==> config.mk <==
export PLATFORM = sky130hd
export DESIGN_NAME = axi_mem_slave
export DESIGN_NICKNAME = d
export VERILOG_FILES = /design/src/axi_mem_pkg.sv /design/src/axi_mem_slave.sv
export VERILOG_INCLUDE_DIRS = /design/src
export SDC_FILE = /design/constraint.sdc
export NUM_CORES = 1
export LEC_CHECK = 0
export BUFFER_PORTS_ARGS = -buffer_cell sky130_fd_sc_hd__buf_2
export CORE_AREA = 2 2 180 182
export CTS_CLUSTER_DIAMETER = 80
export DETAILED_ROUTE_END_ITERATION = 8
export DIE_AREA = 0 0 182 184
export HOLD_SLACK_MARGIN = 0.06
export PLACE_DENSITY_LB_ADDON = 0.12
export SYNTH_ARGS = -nofsm -noshare
export SYNTH_HDL_FRONTEND = slang
export SYNTH_SLANG_ARGS = --single-unit
==> constraint.sdc <==
create_clock -name clock -period 2.8 [get_ports clock]
set_input_delay 0.56 -clock clock [delete_from_list [all_inputs] [get_ports clock]]
set_output_delay 0.56 -clock clock [all_outputs]
set_load 0.01 [all_outputs]
==> src/axi_mem_defines.svh <==
`ifndef AXI_MEM_DEFINES_SVH
`define AXI_MEM_DEFINES_SVH

// bus widths
`define AXI_MEM_DATA_W 64
`define AXI_MEM_ADDR_W 32
`define AXI_MEM_ID_W 4
`define AXI_MEM_STRB_W (`AXI_MEM_DATA_W / 8)

// beats per burst is len + 1, so up to 8
`define AXI_MEM_LEN_W 3

// memory depth in 64-bit words
`define AXI_MEM_WORDS 256
// word index width, log2 of the depth
`define AXI_MEM_WADDR_W 8

// config port data width, also the refusal counter width
`define AXI_MEM_CFG_W 32

// window after reset, 2 KiB starting at the usual RAM base
`define AXI_MEM_BASE_RST 32'h8000_0000
`define AXI_MEM_LIMIT_RST (`AXI_MEM_BASE_RST + 32'd2048)

`endif

==> src/axi_mem_pkg.sv <==
`include "axi_mem_defines.svh"

package axi_mem_pkg;

  // only two of the four codes are ever returned
  typedef enum logic [1:0] {
    RESP_OKAY   = 2'b00,
    RESP_SLVERR = 2'b10
  } axi_resp_e;

  // ar and aw share this one
  typedef struct packed {
    logic [`AXI_MEM_ID_W-1:0]   id;
    logic [`AXI_MEM_ADDR_W-1:0] addr;
    logic [`AXI_MEM_LEN_W-1:0]  len;
  } axi_addr_req_t;

  // one read data beat
  typedef struct packed {
    logic [`AXI_MEM_ID_W-1:0]   id;
    logic [`AXI_MEM_DATA_W-1:0] data;
    axi_resp_e                  resp;
    logic                       last;
  } axi_r_beat_t;

  // one write data beat, strobe bit per byte lane
  typedef struct packed {
    logic [`AXI_MEM_DATA_W-1:0] data;
    logic [`AXI_MEM_STRB_W-1:0] strb;
    logic                       last;
  } axi_w_beat_t;

  typedef struct packed {
    logic [`AXI_MEM_ID_W-1:0] id;
    axi_resp_e                resp;
  } axi_b_resp_t;

  // limit is exclusive
  typedef struct packed {
    logic [`AXI_MEM_ADDR_W-1:0] base;
    logic [`AXI_MEM_ADDR_W-1:0] limit;
  } mem_window_t;

endpackage

==> src/axi_mem_slave.sv <==
`timescale 1ns/1ps
`include "axi_mem_defines.svh"

module axi_mem_slave (
  input  logic                        clock,
  input  logic                        reset_n,
  input  logic                        ar_valid_i,
  output logic                        ar_ready_o,
  input  axi_mem_pkg::axi_addr_req_t  ar_req_i,
  output logic                        r_valid_o,
  input  logic                        r_ready_i,
  output axi_mem_pkg::axi_r_beat_t    r_beat_o,
  input  logic                        aw_valid_i,
  output logic                        aw_ready_o,
  input  axi_mem_pkg::axi_addr_req_t  aw_req_i,
  input  logic                        w_valid_i,
  output logic                        w_ready_o,
  input  axi_mem_pkg::axi_w_beat_t    w_beat_i,
  output logic                        b_valid_o,
  input  logic                        b_ready_i,
  output axi_mem_pkg::axi_b_resp_t    b_resp_o,
  input  axi_mem_pkg::mem_window_t    window_i,
  output logic                        mem_rd_en_o,
  output logic [`AXI_MEM_WADDR_W-1:0] mem_rd_word_o,
  input  logic [`AXI_MEM_DATA_W-1:0]  mem_rd_data_i,
  output logic                        mem_wr_en_o,
  output logic [`AXI_MEM_WADDR_W-1:0] mem_wr_word_o,
  output logic [`AXI_MEM_DATA_W-1:0]  mem_wr_data_o,
  output logic [`AXI_MEM_STRB_W-1:0]  mem_wr_strb_o,
  output logic                        rd_refused_o,
  output logic                        wr_refused_o
);
  import axi_mem_pkg::*;

  // byte offset of the word index inside an address
  localparam int unsigned WORD_LSB = $clog2(`AXI_MEM_STRB_W);
  localparam logic [`AXI_MEM_ADDR_W-1:0] BEAT_STEP = `AXI_MEM_ADDR_W'(`AXI_MEM_STRB_W);

  typedef enum logic [1:0] {R_IDLE, R_FETCH, R_SEND} r_state_e;
  typedef enum logic [1:0] {W_IDLE, W_DATA, W_RESP} w_state_e;

  r_state_e      r_state_q;
  w_state_e      w_state_q;
  axi_addr_req_t rd_req_q;
  axi_addr_req_t wr_req_q;
  axi_r_beat_t   r_beat_q;
  axi_b_resp_t   b_resp_q;
  logic [`AXI_MEM_LEN_W-1:0] rd_cnt_q;
  logic [`AXI_MEM_LEN_W-1:0] wr_cnt_q;
  logic rd_phase_q;
  logic rd_err_q;
  logic wr_err_q;
  logic rd_refused_q;
  logic wr_refused_q;
  logic ar_hs, r_hs, aw_hs, w_hs, b_hs;
  logic rd_in_win;
  logic wr_in_win;
  logic wr_err_next;

  function automatic logic in_window(input logic [`AXI_MEM_ADDR_W-1:0] addr,
                                     input mem_window_t win);
    return (addr >= win.base) && (addr < win.limit);
  endfunction

  // offset from base in words wrapping at memory depth
  function automatic logic [`AXI_MEM_WADDR_W-1:0] word_of(
    input logic [`AXI_MEM_ADDR_W-1:0] addr,
    input mem_window_t                win
  );
    logic [`AXI_MEM_ADDR_W-1:0] off;
    off = addr - win.base;
    return off[WORD_LSB +: `AXI_MEM_WADDR_W];
  endfunction

  assign ar_hs = ar_valid_i && ar_ready_o;
  assign r_hs  = r_valid_o && r_ready_i;
  assign aw_hs = aw_valid_i && aw_ready_o;
  assign w_hs  = w_valid_i && w_ready_o;
  assign b_hs  = b_valid_o && b_ready_i;

  assign rd_in_win   = in_window(rd_req_q.addr, window_i);
  assign wr_in_win   = in_window(wr_req_q.addr, window_i);
  assign wr_err_next = wr_err_q || !wr_in_win;

  // read channel
  // fetch takes two cycles with the read issued in phase 0 and the data taken in phase 1
  always_ff @(posedge clock) begin
    if (!reset_n) begin
      r_state_q    <= R_IDLE;
      rd_phase_q   <= 1'b0;
      rd_cnt_q     <= '0;
      rd_err_q     <= 1'b0;
      rd_refused_q <= 1'b0;
    end else begin
      rd_refused_q <= 1'b0;
      case (r_state_q)
        R_IDLE: begin
          if (ar_hs) begin
            r_state_q  <= R_FETCH;
            rd_phase_q <= 1'b0;
            rd_cnt_q   <= '0;
            rd_err_q   <= 1'b0;
          end
        end
        R_FETCH: begin
          rd_phase_q <= !rd_phase_q;
          if (rd_phase_q) begin
            r_state_q <= R_SEND;
            rd_err_q  <= rd_err_q || !rd_in_win;
          end
        end
        R_SEND: begin
          if (r_hs && r_beat_q.last) begin
            r_state_q    <= R_IDLE;
            // one pulse per burst however many beats missed
            rd_refused_q <= rd_err_q;
          end else if (r_hs) begin
            r_state_q <= R_FETCH;
            rd_cnt_q  <= rd_cnt_q + 1'b1;
          end
        end
        default: r_state_q <= R_IDLE;
      endcase
    end
  end

  // read payload with the address stepping one word per transferred beat
  always_ff @(posedge clock) begin
    if (ar_hs) begin
      rd_req_q <= ar_req_i;
    end else if (r_hs) begin
      rd_req_q.addr <= rd_req_q.addr + BEAT_STEP;
    end
    if (r_state_q == R_FETCH && rd_phase_q) begin
      r_beat_q.id   <= rd_req_q.id;
      r_beat_q.data <= rd_in_win ? mem_rd_data_i : '0;
      r_beat_q.resp <= rd_in_win ? RESP_OKAY : RESP_SLVERR;
      r_beat_q.last <= (rd_cnt_q == rd_req_q.len);
    end
  end

  assign ar_ready_o    = (r_state_q == R_IDLE);
  assign r_valid_o     = (r_state_q == R_SEND);
  assign r_beat_o      = r_beat_q;
  assign mem_rd_en_o   = (r_state_q == R_FETCH) && !rd_phase_q;
  assign mem_rd_word_o = word_of(rd_req_q.addr, window_i);
  assign rd_refused_o  = rd_refused_q;

  // write channel
  always_ff @(posedge clock) begin
    if (!reset_n) begin
      w_state_q    <= W_IDLE;
      wr_cnt_q     <= '0;
      wr_err_q     <= 1'b0;
      wr_refused_q <= 1'b0;
    end else begin
      wr_refused_q <= 1'b0;
      case (w_state_q)
        W_IDLE: begin
          if (aw_hs) begin
            w_state_q <= W_DATA;
            wr_cnt_q  <= '0;
            wr_err_q  <= 1'b0;
          end
        end
        W_DATA: begin
          if (w_hs) begin
            wr_cnt_q <= wr_cnt_q + 1'b1;
            wr_err_q <= wr_err_next;
            if (w_beat_i.last) begin
              w_state_q    <= W_RESP;
              wr_refused_q <= wr_err_next;
            end
          end
        end
        W_RESP: begin
          if (b_hs) begin
            w_state_q <= W_IDLE;
          end
        end
        default: w_state_q <= W_IDLE;
      endcase
    end
  end

  // write payload and b response
  always_ff @(posedge clock) begin
    if (aw_hs) begin
      wr_req_q <= aw_req_i;
    end else if (w_hs) begin
      wr_req_q.addr <= wr_req_q.addr + BEAT_STEP;
    end
    if (w_hs && w_beat_i.last) begin
      b_resp_q.id   <= wr_req_q.id;
      b_resp_q.resp <= wr_err_next ? RESP_SLVERR : RESP_OKAY;
    end
  end

  assign aw_ready_o    = (w_state_q == W_IDLE);
  assign w_ready_o     = (w_state_q == W_DATA);
  assign b_valid_o     = (w_state_q == W_RESP);
  assign b_resp_o      = b_resp_q;
  // out-of-window beats are accepted but dropped here
  assign mem_wr_en_o   = w_hs && wr_in_win;
  assign mem_wr_word_o = word_of(wr_req_q.addr, window_i);
  assign mem_wr_data_o = w_beat_i.data;
  assign mem_wr_strb_o = w_beat_i.strb;
  assign wr_refused_o  = wr_refused_q;

  // stalled beat must not move
  r_beat_held: assert property (@(posedge clock) disable iff (!reset_n)
    r_valid_o && !r_ready_i |=> r_valid_o && $stable(r_beat_o)
  ) else $error("r beat changed while r_ready was low");

  // master's last flag against the latched aw length
  w_last_on_len: assert property (@(posedge clock) disable iff (!reset_n)
    w_hs |-> (w_beat_i.last == (wr_cnt_q == wr_req_q.len))
  ) else $error("w last does not line up with the burst length");

endmodule

# Word level (Yosys, flattened, before mapping)
# Index checks and enable logic that the tools add are counted.
dict set report word_totals {
  regBits 164
  latch_bits 0
  mem_bits_rw 0
  rom_bits 0
  inputBits 286
  wordCells 101
  mem_count 0
}
dict set report op_classes {
  n_addsub 5
  multipliers 0
  div_mod_pow 0
  order_cmp 4
  eq_ne 14
  shift 0
  muxes 27
  bitwise_logic 0
  reduce_logical 32
}
# operator count
set ops {}
lappend ops {{32-bit 2-to-1 mux} 4}
lappend ops {{32-bit by 4-bit adder with 32-bit output (second input constant)} 2}
lappend ops {{32-bit >= comparator} 2}
lappend ops {{32-bit < comparator} 2}
lappend ops {{11-bit subtractor} 2}
lappend ops {{2-bit 2-to-1 mux} 10}
lappend ops {{1-bit logical AND} 12}
lappend ops {{2-bit by 1-bit != test with 1-bit output (second input constant)} 6}
lappend ops {{2-bit case mux with 3 select lines} 2}
lappend ops {{3-bit AND reduction} 4}
lappend ops {{4-bit AND reduction} 3}
lappend ops {{2-bit nonzero test} 5}
lappend ops {{3-bit 2-to-1 mux} 3}
lappend ops {{1-bit case mux with 2 select lines} 3}
lappend ops {{3-bit case mux with 2 select lines} 1}
lappend ops {{2-bit by 1-bit equality test with 1-bit output (second input constant)} 2}
lappend ops {{2-bit equality test (second input constant)} 2}
lappend ops {{2-bit logical NOT} 2}
lappend ops {{1-bit 2-to-1 mux} 4}
lappend ops {{2-bit != test (second input constant)} 2}
lappend ops {{3-bit by 1-bit adder with 3-bit output (second input constant)} 1}
lappend ops {{3-bit equality test} 1}
lappend ops {{1-bit logical NOT} 3}
lappend ops {{3-bit by 1-bit != test with 1-bit output (second input constant)} 1}
lappend ops {{other kinds (2)} 3}

# Longest topological paths before layout
dict set report depth {
  depth_word 6
  ltp_mapped 10
}

# Worst setup path after synthesis
# No wires, ideal clock.
dict set report synth_path {
  path_type {input -> register}
  from {input port window_i[33] in the netlist's numbering}
  to {register r_beat_q (netlist bit r_beat_o[10]), data pin}
  setup_time_ns 0.255
  arrival_time_ns 2.486
  t_required_ns 2.545
  slack_ns 0.060
  stages 10
  cell_sequence {inv_1 -> ha_1 -> nor2b_1 -> o31a_1 -> o311a_1 -> o41ai_2 -> a211oi_1 -> buf_2 -> buf_6 -> and2_1}
}
dict set report synth_between {
  elab_chain_len 2
}
# element line
set synth_lines {}
lappend synth_lines {{start, declared} axi_mem_slave.sv:22} ;# input axi_mem_pkg::mem_window_t window_i,
lappend synth_lines {{32-bit >= comparator} axi_mem_slave.sv:62} ;# return (addr >= win.base) && (addr < win.limit);
lappend synth_lines {{1-bit logical AND} axi_mem_slave.sv:62}
lappend synth_lines {{end, declared} axi_mem_slave.sv:46} ;# axi_r_beat_t r_beat_q;
# No other way between the ends.
# A chain may end at the register's enable or synchronous reset.

# Worst setup path after layout
dict set report layout_path {
  from {register wr_req_q[34] in the netlist's numbering}
  to {output port mem_wr_en_o}
}
dict set report layout_between {
  elab_chain_len 3
}
# element line
set layout_lines {}
lappend layout_lines {{start, declared} axi_mem_slave.sv:45} ;# axi_addr_req_t wr_req_q;
lappend layout_lines {{start signal, assigned} axi_mem_slave.sv:189} ;# wr_req_q <= aw_req_i;
lappend layout_lines {{32-bit >= comparator or 32-bit < comparator (tied branches)} axi_mem_slave.sv:62}
lappend layout_lines {{1-bit logical AND *} axi_mem_slave.sv:62}
lappend layout_lines {{1-bit logical AND *} axi_mem_slave.sv:204} ;# assign mem_wr_en_o = w_hs && wr_in_win;
lappend layout_lines {{end, declared} axi_mem_slave.sv:26} ;# output logic mem_wr_en_o,
# Mark *: on every way between the ends. The rest lies on a longest branch, timed or not.

==> qor.yml <==
placement:
  dpl_cell_area_mm2: 0.0134
  gp_congestion: 0.862
  post-dp-hpwl_mm: 26.1
  io_buffer_count: 310
setup_path:
  r2r-start: "rd_req_q[4]"
  end_kind: "output pin"
  critPathLaunchType: "register"
  rr_endpoint: "r_beat_o[11]"
  worstPathMaxFanout: 3
  path_class: "reg -> out"
  r2r_slack_ns: -0.11
  critPathArrivalTime_ns: 2.56
  cp.required_ns: 2.24
  startpoint: "wr_req_q[34]"
  crit_end: "mem_wr_en_o"
  worstRegToRegCells: 12
logic_synthesis:
  syn_avg_cell_area_um2: 10.1
  synthTopCellsByArea: "edfxtp_1 42%, ha_1 15%, buf_4 5.1%"
  synth_edf_count: 150
  ys_seq_elements: 162
  syn_area_mm2: 0.0108
  synth_warnings: 0
  synthCells: 1074
  seq_area_frac_synth: 0.439
  synth_top_area_share: 0.416
  synth_top_cell_by_area: "edfxtp_1"
  ys_types: 52
  synth-async-reset-ratio: 0
  ys.flop_type: "edfxtp_1"
route:
  vias: 9148
  viasPerCell: 4.82
  wl_per_cell_um: 17.7
  routed_wl_mm: 33.6
  dr.pass1.iters: 5
  drc: 0
  postRouteAntennaNets: 0
  drtIter0Drc: 439
clocking:
  cts_tree: "yes"
  numCtsBuffers: 17
  clk_pin_slew_ns: 0.07
  clock_latency_ns: 0.45
  cts_root_buf: "clkbuf_16"
  cts_num_sinks: 162
  cts_hold_buf: 0
  cts_htree_levels: 4
  cts_buffer_depth: 2
global_routing:
  grt_pass1_wl_mm: 49.3
  overflow: 0
  grt_pass1_vias: 9119
  grt_max_degree: 55
  antenna_found_initial: 1
  grt_usage: 0.194
floorplan:
  die_width_um: 182
  initial_core_util: 0.345
  die_height_um: 184
  core_mm2: 0.0314
  pin_count: 460
  rows: 65
  dieArea_mm2: 0.0335
sta:
  fin_tns_setup_ns: -5.46
  fin_ws_ns: -0.319
  relSlewSlack: 0.492
  worstMarginPinSlew_ns: 0.762
  skew_ns: 0.0126
  period_needed_ns: 3.12
  hold_viol: 0
  final_max_slew_viol_count: 0
  min_period_over_period: 1.11
  rsz0062_at_grt: "yes"
  setup_viol: 52
  max_freq_ghz: 0.321
final_layout:
  fillCellCount: 3077
  stdcell_area_mm2: 0.0148
  nets: 1896
  syn_to_final_growth_pct: 37.1
  num_antenna_cells: 0
  drive_gt1_frac: 0.414
power_and_ir_drop:
  pwr_density_cell_mw_per_mm2: 530
  power.leakage_nw: 6.72
  irDropWorstVdd_v: 0.000470
  total_power_w: 0.00786
run_status:
  violations: "negative setup slack"
  outcome: "finished with violations"
run:
  cap_violations: 0
worst_hold_path:
  hold_path_class: "in -> reg"
[synth_stat cells, types with 2 or more instances]
library cell  number
inv_1             72
nand4_1           31
nand2_1          121
nor4_1             2
xor2_1            38
o31a_1             3
clkbuf_1          13
dfxtp_1           12
and4_1             7
nand2b_1           3
o21bai_1           2
and3_1            17
a21boi_0           3
o21ai_0           75
o21a_1             6
a21oi_1           56
clkinv_1           2
nor2b_1           11
a221oi_1           3
edfxtp_1         150
buf_4             74
or3_1              3
buf_1              2
a31oi_1            7
ha_1             129
o211ai_1           7
a21o_1            10
buf_6              4
o221ai_1           2
a211oi_1           6
xnor2_1           33
nor2_1            44
nor3_1            14
and2_1            65
nand3_1           29
and3b_1            2
[sequential cells by signal (all words and copies together), names as in the netlist]
| signal | cells |
|---|---|
| rd_refused_o | 1 |
| r_state_q | 2 |
| rd_req_q | 39 |
| b_resp_o | 5 |
| rd_err_q | 1 |
| wr_req_q | 36 |
| wr_refused_o | 1 |
| rd_phase_q | 1 |
| wr_err_q | 1 |
| rd_cnt_q | 3 |
| w_state_q | 2 |
| r_beat_o | 70 |
[placed cells by master (no fill, tap or decap), types with 8 or more instances in the layout]
cell	count
and2_4	63
nand3_1	29
dfxtp_1	12
and3_1	17
nor2_1	42
buf_4	146
inv_1	72
o21ai_0	67
nor3_1	11
nand4_1	31
ha_1	123
nor2b_1	9
edfxtp_1	150
xor2_1	37
a21oi_1	51
a21o_1	10
xnor2_1	31
clkbuf_16	23
nand2_1	121
buf_2	308
buf_8	8
[where the power goes]
| group | internal, W | switching, W | total, W |
|---|---|---|---|
| registers | 0.00287 | 0.000131 | 0.00300 |
| clock network | 0.00127 | 0.00116 | 0.00243 |
| logic | 0.00125 | 0.00117 | 0.00243 |
[timing repair]
action                                  CTS  global route
endpoints found under the setup margin   17            80
cloned                                    3             9
pin swaps                                53            48
endpoints found under the hold margin     0             0
resized for setup                        59            84
setup buffers                            15             3
[through the flow]
step / util / worst slack (ns) / cells / hold WS, ns
global route: 0.472 / -0.472 / 1896 / 0.271
finish: 0.472 / -0.319 / 1896 / 0.285
CTS: 0.457 / -0.302 / 1885 / 0.258
floorplan: - / 0.0597 / 1075 / 0.400
detailed placement: 0.426 / -0.315 / 1836 / 0.405
global placement: 0.426 / -0.336 / 1836 / 0.403
[critical path, stage by stage, from the launching register on]
cell and delay (ns):
edfxtp_1 0.45, ha_1 0.33, nand4_1 0.17, nor2_1 0.06, a221o_1 0.32, a211o_1 0.31
a21oi_2 0.15, and3b_1 0.19, buf_6 0.12
[cell type report]
class	instances	area (µm²)	share of cell area
Inverter	74	278	0.0187
Multi-Input combinational cell	745	5600	0.378
Clock buffer	17	425	0.0287
Clock inverter	15	163	0.0110
Timing Repair Buffer	481	3110	0.210
Tap cell	402	503	0.0339
Sequential cell	162	4740	0.320
[layer usage]
layer / global-route usage / vias up / share of wire / routed length, µm
li1: - / 4579 / - / -
met1: 0.241 / 4278 / 0.43 / 14500
met2: 0.340 / 246 / 0.50 / 16800
met3: 0.0408 / 43 / 0.052 / 1740
met4: 0.0535 / 2 / 0.018 / 598
met5: 0 / - / 0.00039 / 13
[cells by family after synthesis]
family,after synthesis,share of synthesized area
compound gates,191,0.104
fa+ha+maj,129,0.149
other cells,1,0.000347
buf+inv,168,0.0869
xor+xnor,71,0.0575
flops,162,0.439
simple gates,351,0.162
mux,1,0.00104
[worst min path at each step]
| stage | startpoint | endpoint | cells past startpoint |
|---|---|---|---|
| 2_1_floorplan | wr_req_q[35] | b_resp_o[2] | 0 |
| 3_3_place_gp | rd_req_q[35] | r_beat_o[67] | 0 |
| 3_5_place_dp | rd_req_q[35] | r_beat_o[67] | 0 |
| 4_1_cts | ar_req_i[36] | rd_req_q[36] | 1 |
| 5_1_grt | ar_req_i[36] | rd_req_q[36] | 1 |
| 6_report | ar_req_i[36] | rd_req_q[36] | 1 |
Note: power is estimated with default switching activity, not from simulation.
